## src/hqm_rf_pkg.sv

```systemverilog
`default_nettype none

package hqm_rf_pkg;

    // ----------------------------------------------------------------------
    // Storage geometry
    // ----------------------------------------------------------------------

    // Number of entries held by the register file
    localparam int RF_DEPTH  = 256;
    // Entry address width, enough to reach every entry
    localparam int RF_ADDR_W = 8;
    // Functional data width seen by the queue manager
    localparam int RF_DATA_W = 129;
    // Physical array width, one spare bit above the functional word
    localparam int RF_WORD_W = 130;

    // ----------------------------------------------------------------------
    // Data path vectors
    // ----------------------------------------------------------------------

    typedef logic [RF_ADDR_W-1:0] rf_addr_t;
    typedef logic [RF_DATA_W-1:0] rf_data_t;
    typedef logic [RF_WORD_W-1:0] rf_word_t;

endpackage

`default_nettype wire

```

## src/hqm_rf_init_cnt.sv

```systemverilog
`timescale 1ns/1ps
`default_nettype none

module hqm_rf_init_cnt #(
     parameter int CNT_W = 8
) (
     input  logic                 wclk
    ,input  logic                 rst_n
    ,input  logic                 clear_en
    ,output hqm_rf_pkg::rf_addr_t clear_addr
    ,output logic                 clear_last
);

    // Count value of the final entry in the sweep
    localparam logic [CNT_W-1:0] LAST_CNT = CNT_W'(hqm_rf_pkg::RF_DEPTH - 1);

    logic [CNT_W-1:0] cnt_q;

    // Step once for every cycle the sweep is active
    // After the last entry the count wraps to zero and then sits idle
    always_ff @(posedge wclk) begin
        if (!rst_n) begin
            cnt_q <= '0;
        end else if (clear_en) begin
            cnt_q <= cnt_q + 1'b1;
        end
    end

    // The count doubles as the sweep write address
    assign clear_addr = hqm_rf_pkg::rf_addr_t'(cnt_q);

    // Flags the cycle that writes the final entry
    assign clear_last = (cnt_q == LAST_CNT);

endmodule

`default_nettype wire

```

## config.mk

```make
export PLATFORM = sky130hd
export DESIGN_NAME = hqm_rf_init_cnt
export DESIGN_NICKNAME = d
export VERILOG_FILES = /design/src/hqm_rf_pkg.sv /design/src/hqm_rf_init_cnt.sv
export SDC_FILE = /design/constraint.sdc
export NUM_CORES = 1
export LEC_CHECK = 0
export BUFFER_PORTS_ARGS = -buffer_cell sky130_fd_sc_hd__buf_2
export CORE_AREA = 2 2 39 41
export CTS_BUF_LIST = sky130_fd_sc_hd__clkbuf_8
export DETAILED_ROUTE_END_ITERATION = 10
export DIE_AREA = 0 0 41 43
export GPL_ROUTABILITY_DRIVEN = 0
export PLACE_DENSITY = 0.51
export SYNTH_ARGS = -nofsm -noshare
export SYNTH_HDL_FRONTEND = slang
export SYNTH_SLANG_ARGS = --single-unit
```

## constraint.sdc

```tcl
create_clock -name wclk -period 1.3 [get_ports wclk]
set_input_delay 0.39 -clock wclk [delete_from_list [all_inputs] [get_ports wclk]]
set_output_delay 0.39 -clock wclk [all_outputs]
set_load 0.005 [all_outputs]
```

; Word level (Yosys, flattened, before mapping)
; Cells that the tools add are included.
[classes]
n_addsub = 1
n_eq_ne = 1
[op_table]
columns = cell, n
row1 = adder 8 x 1 -> 8 bit (second input constant), 1
row2 = equality test 8 bit (second input constant), 1
[totals]
register_bits = 8
in_bits = 3
output_inout_bits = 9
word_cells = 3

; Logic depth before layout (Yosys ltp)
[depth]
depth_word = 1
ltp_mapped = 4

; Worst setup path before layout
; No wires, ideal clock.
[synth_path]
path_type = reg2reg
from = register cnt_q[0] (netlist: clear_addr[0])
to = register cnt_q[6] (netlist: clear_addr[6])
setup_ps = 76
arrival_time_ps = 1122
required_time_ps = 1224
setup_slack_ps = 102
stages_incl_launch_ff = 5
synth_period_minus_slack_ps = 1198
path_cell_list = dfxtp_1 ha_1 nand3_1 or3_1 a21boi_0
[synth_via]
elab_chain_cells = 1
[synth_lines]
columns = item, line_no
row1 = from (decl), hqm_rf_init_cnt.sv:17  ; logic [CNT_W-1:0] cnt_q;
row2 = from (signal assigned), hqm_rf_init_cnt.sv:25  ; cnt_q <= cnt_q + 1'b1;
row3 = adder 8 x 1 -> 8 bit, hqm_rf_init_cnt.sv:25
; No other way between the ends.
; A chain may end at the register's enable or synchronous reset.

; Final worst setup path
[layout_path]
from = register cnt_q[1] (netlist: clear_addr[1])
to = output clear_last
[layout_via]
elab_chain_cells = 1
[layout_lines]
columns = item, line_no
row1 = equality test 8 bit, hqm_rf_init_cnt.sv:33  ; assign clear_last = (cnt_q == LAST_CNT);
row2 = to (decl), hqm_rf_init_cnt.sv:11  ; ,output logic clear_last
; No other way between the ends.

==> impl_metrics.csv <==
group,metric,value,unit
outcome,status,"finished with violations",
outcome,violations,"setup timing",
timing,slew_headroom,91.6,%
power,peakVddDrop,500,µV
grt,antenna_found_initial,0,
layout,largest_reg_flops,8,
synthesis,ys_seq_area_share,44.3,%
synthesis,ys_ff_latch,8,
clock_tree,cts_tree,"done",
route,dr.first_iter.drc_count,0,
layout,syn_to_final_growth,51.6,%
floorplan,rows,14,
critical_path,worstPathArrival,980,ps
power,finalPower,604,µW
timing,setup_violations,1,
route,ant_nets,0,
clock_tree,clk_pin_slew,40,ps
layout,final_util,39.6,%
place,io_buffers,11,
clock_tree,clock_latency,220,ps
floorplan,die_area,0.00176,mm²
critical_path,critPathLaunchType,"flip-flop",
grt,grt_pass1_wl,1.39,mm
layout,layout_commonest_cell,"buf_2",
layout,drive_above_1_share,52.6,%
min_path,hp-class,"in -> reg",
synthesis,syn_inst,38,
timing,finalClockSkew,0.317,ps
floorplan,initial_core_util,26.1,%
floorplan,ioPinCount,12,
clock_tree,htreeDepth,1,
timing,final_max_slew_viol_count,0,
critical_path,slowest_delay,340,ps
critical_path,worstPathMaxFanout,2,
layout,mostFrequentLayoutCells,"buf_2, dfxtp_2, buf_4",
synthesis,yosys_warnings,0,
synthesis,syn_area,362,µm²
route,via_count,334,
synthesis,syn_nets,42,
power,power.density,1100,mW/mm²
timing,worst_pin_slew,122,ps
grt,grt_max_degree,9,
synthesis,avgSynthCellArea,9.52,µm²
critical_path,worstSetupPathType,"reg -> out",
timing,fin_ws,-71.3,ps
timing,period_share,105,%
synthesis,synth_cell_type_count,17,
floorplan,core_area,0.00138,mm²
critical_path,crit_chain,"ha_4, nand3_2, nor2_1, buf_2",
floorplan,fp.dieH,43,µm
critical_path,cp_slowest_cell,"dfxtp_2",
clock_tree,root_buffer,"clkbuf_8",
layout,fill_cells,146,
timing,maxClockFrequency,729,MHz
timing,layout_min_cycle_time,1370,ps
layout,antenna_cells,0,
critical_path,crit_path_end_kind,"primary output",
grt,grt_overflow_total,0,
clock_tree,cts_buffers,3,
route,via_per_inst,4.58,
timing,grt_setup_unrepaired,"true",
critical_path,cp.required,910,ps
place,place_ws,88.5,ps
power,power_leakage,0.000243,µW
clock_tree,cts_hold_buf,0,
critical_path,critPathBufInv,1,
critical_path,crit_family,"flip-flops",
grt,grt_pass1_vias,354,
layout,final_net_count,63,
run,drv_cap,0,
clock_tree,cts_buffer_depth,2,
route,drc,0,
grt,track_usage,11.7,%
timing,setup_tns,-71.3,ps
timing,finalHoldViolations,0,
route,routedWlPerCell,10.7,µm
route,wl,779,µm
route,dr.pass1.iters,1,
clock_tree,cts_sinks,8,
timing,fin_worst_hold_slack,472,ps
floorplan,die_w,41,µm
[path summary, 6_finish.rpt]
check	depth (start not counted)	start	endpoint	slack [ps]
min reg2reg	2	clear_addr[5]$_SDFFE_PN0P_	clear_addr[5]$_SDFFE_PN0P_	500
max	4	clear_addr[1]$_SDFFE_PN0P_	clear_last	-70
min	2	rst_n	clear_addr[4]$_SDFFE_PN0P_	470
max reg2reg	5	clear_addr[1]$_SDFFE_PN0P_	clear_addr[6]$_SDFFE_PN0P_	110
[power breakdown]
group	internal (µW)	total [µW]	leakage, µW	switching [µW]
combinational	29.8	52.1	0.000154	22.3
sequential	255	262	0.0000676	7.17
clock	200	290	0.0000216	90.2
[synthesized netlist by cell type (all sizes together)]
library cell | count | area [µm²]
mux2i | 1 | 10.0
nand2 | 2 | 7.51
nand3 | 3 | 15.0
xor2 | 1 | 8.76
nor2 | 1 | 3.75
and2 | 4 | 25.0
ha | 1 | 12.5
nor2b | 1 | 6.26
buf | 1 | 5.00
nand4 | 3 | 25.0
xnor2 | 3 | 26.3
dfxtp | 8 | 160
o21ai | 3 | 15.0
or3 | 3 | 18.8
a21boi | 3 | 22.5
[routing by layer]
metal  vias to the layer above  GRT usage, %  part of all wire (%)
li1                        174             -                     -
met2                         9          17.8                    44
met5                         -             0                     0
met3                         2          3.14                   5.3
met4                         0          6.00                   1.2
met1                       149          14.2                    50
[stage by stage]
step | instances | area [µm²]
5_1_grt | 73 | 548
2_1_floorplan | 38 | 362
4_1_cts | 74 | 549
3_3_place_gp | 69 | 469
6_report | 73 | 548
3_5_place_dp | 69 | 469
[final cells by class]
class	count	area [µm²]	area share, %
clock buffers	3	41.3	7.53
flip-flops and latches	8	168	30.6
well taps	16	20.0	3.65
repair buffers	17	100	18.3
multi-input cells	29	219	40.0
[timing repair]
| action | 4_1_cts | 5_1_grt |
|---|---|---|
| setup buffers | 2 | 0 |
| gates resized for setup | 8 | 3 |
| endpoints found under the setup margin | 1 | 2 |
| pin swaps | 2 | 4 |
[worst register-to-register path, cell delays in order (launching register included)]
cell and delay (ps):
dfxtp_2 340, ha_4 140, buf_4 110, nand3_2 70
or3_1 340, a21boi_1 120
[kinds of logic (layout without fill, tap and decap cells)]
kind of cell	Yosys count	count (layout)	synth area share, %
muxes	1	1	2.77
AOI/OAI and AO/OA	6	6	10.4
and+or+nand+nor	17	17	28.0
buffers and inverters	1	20	1.38
xor gates and xnor gates	4	4	9.69
adders and majority gates	1	1	3.46
DFF	8	8	44.3
Note: power is estimated with default switching activity, not from simulation.
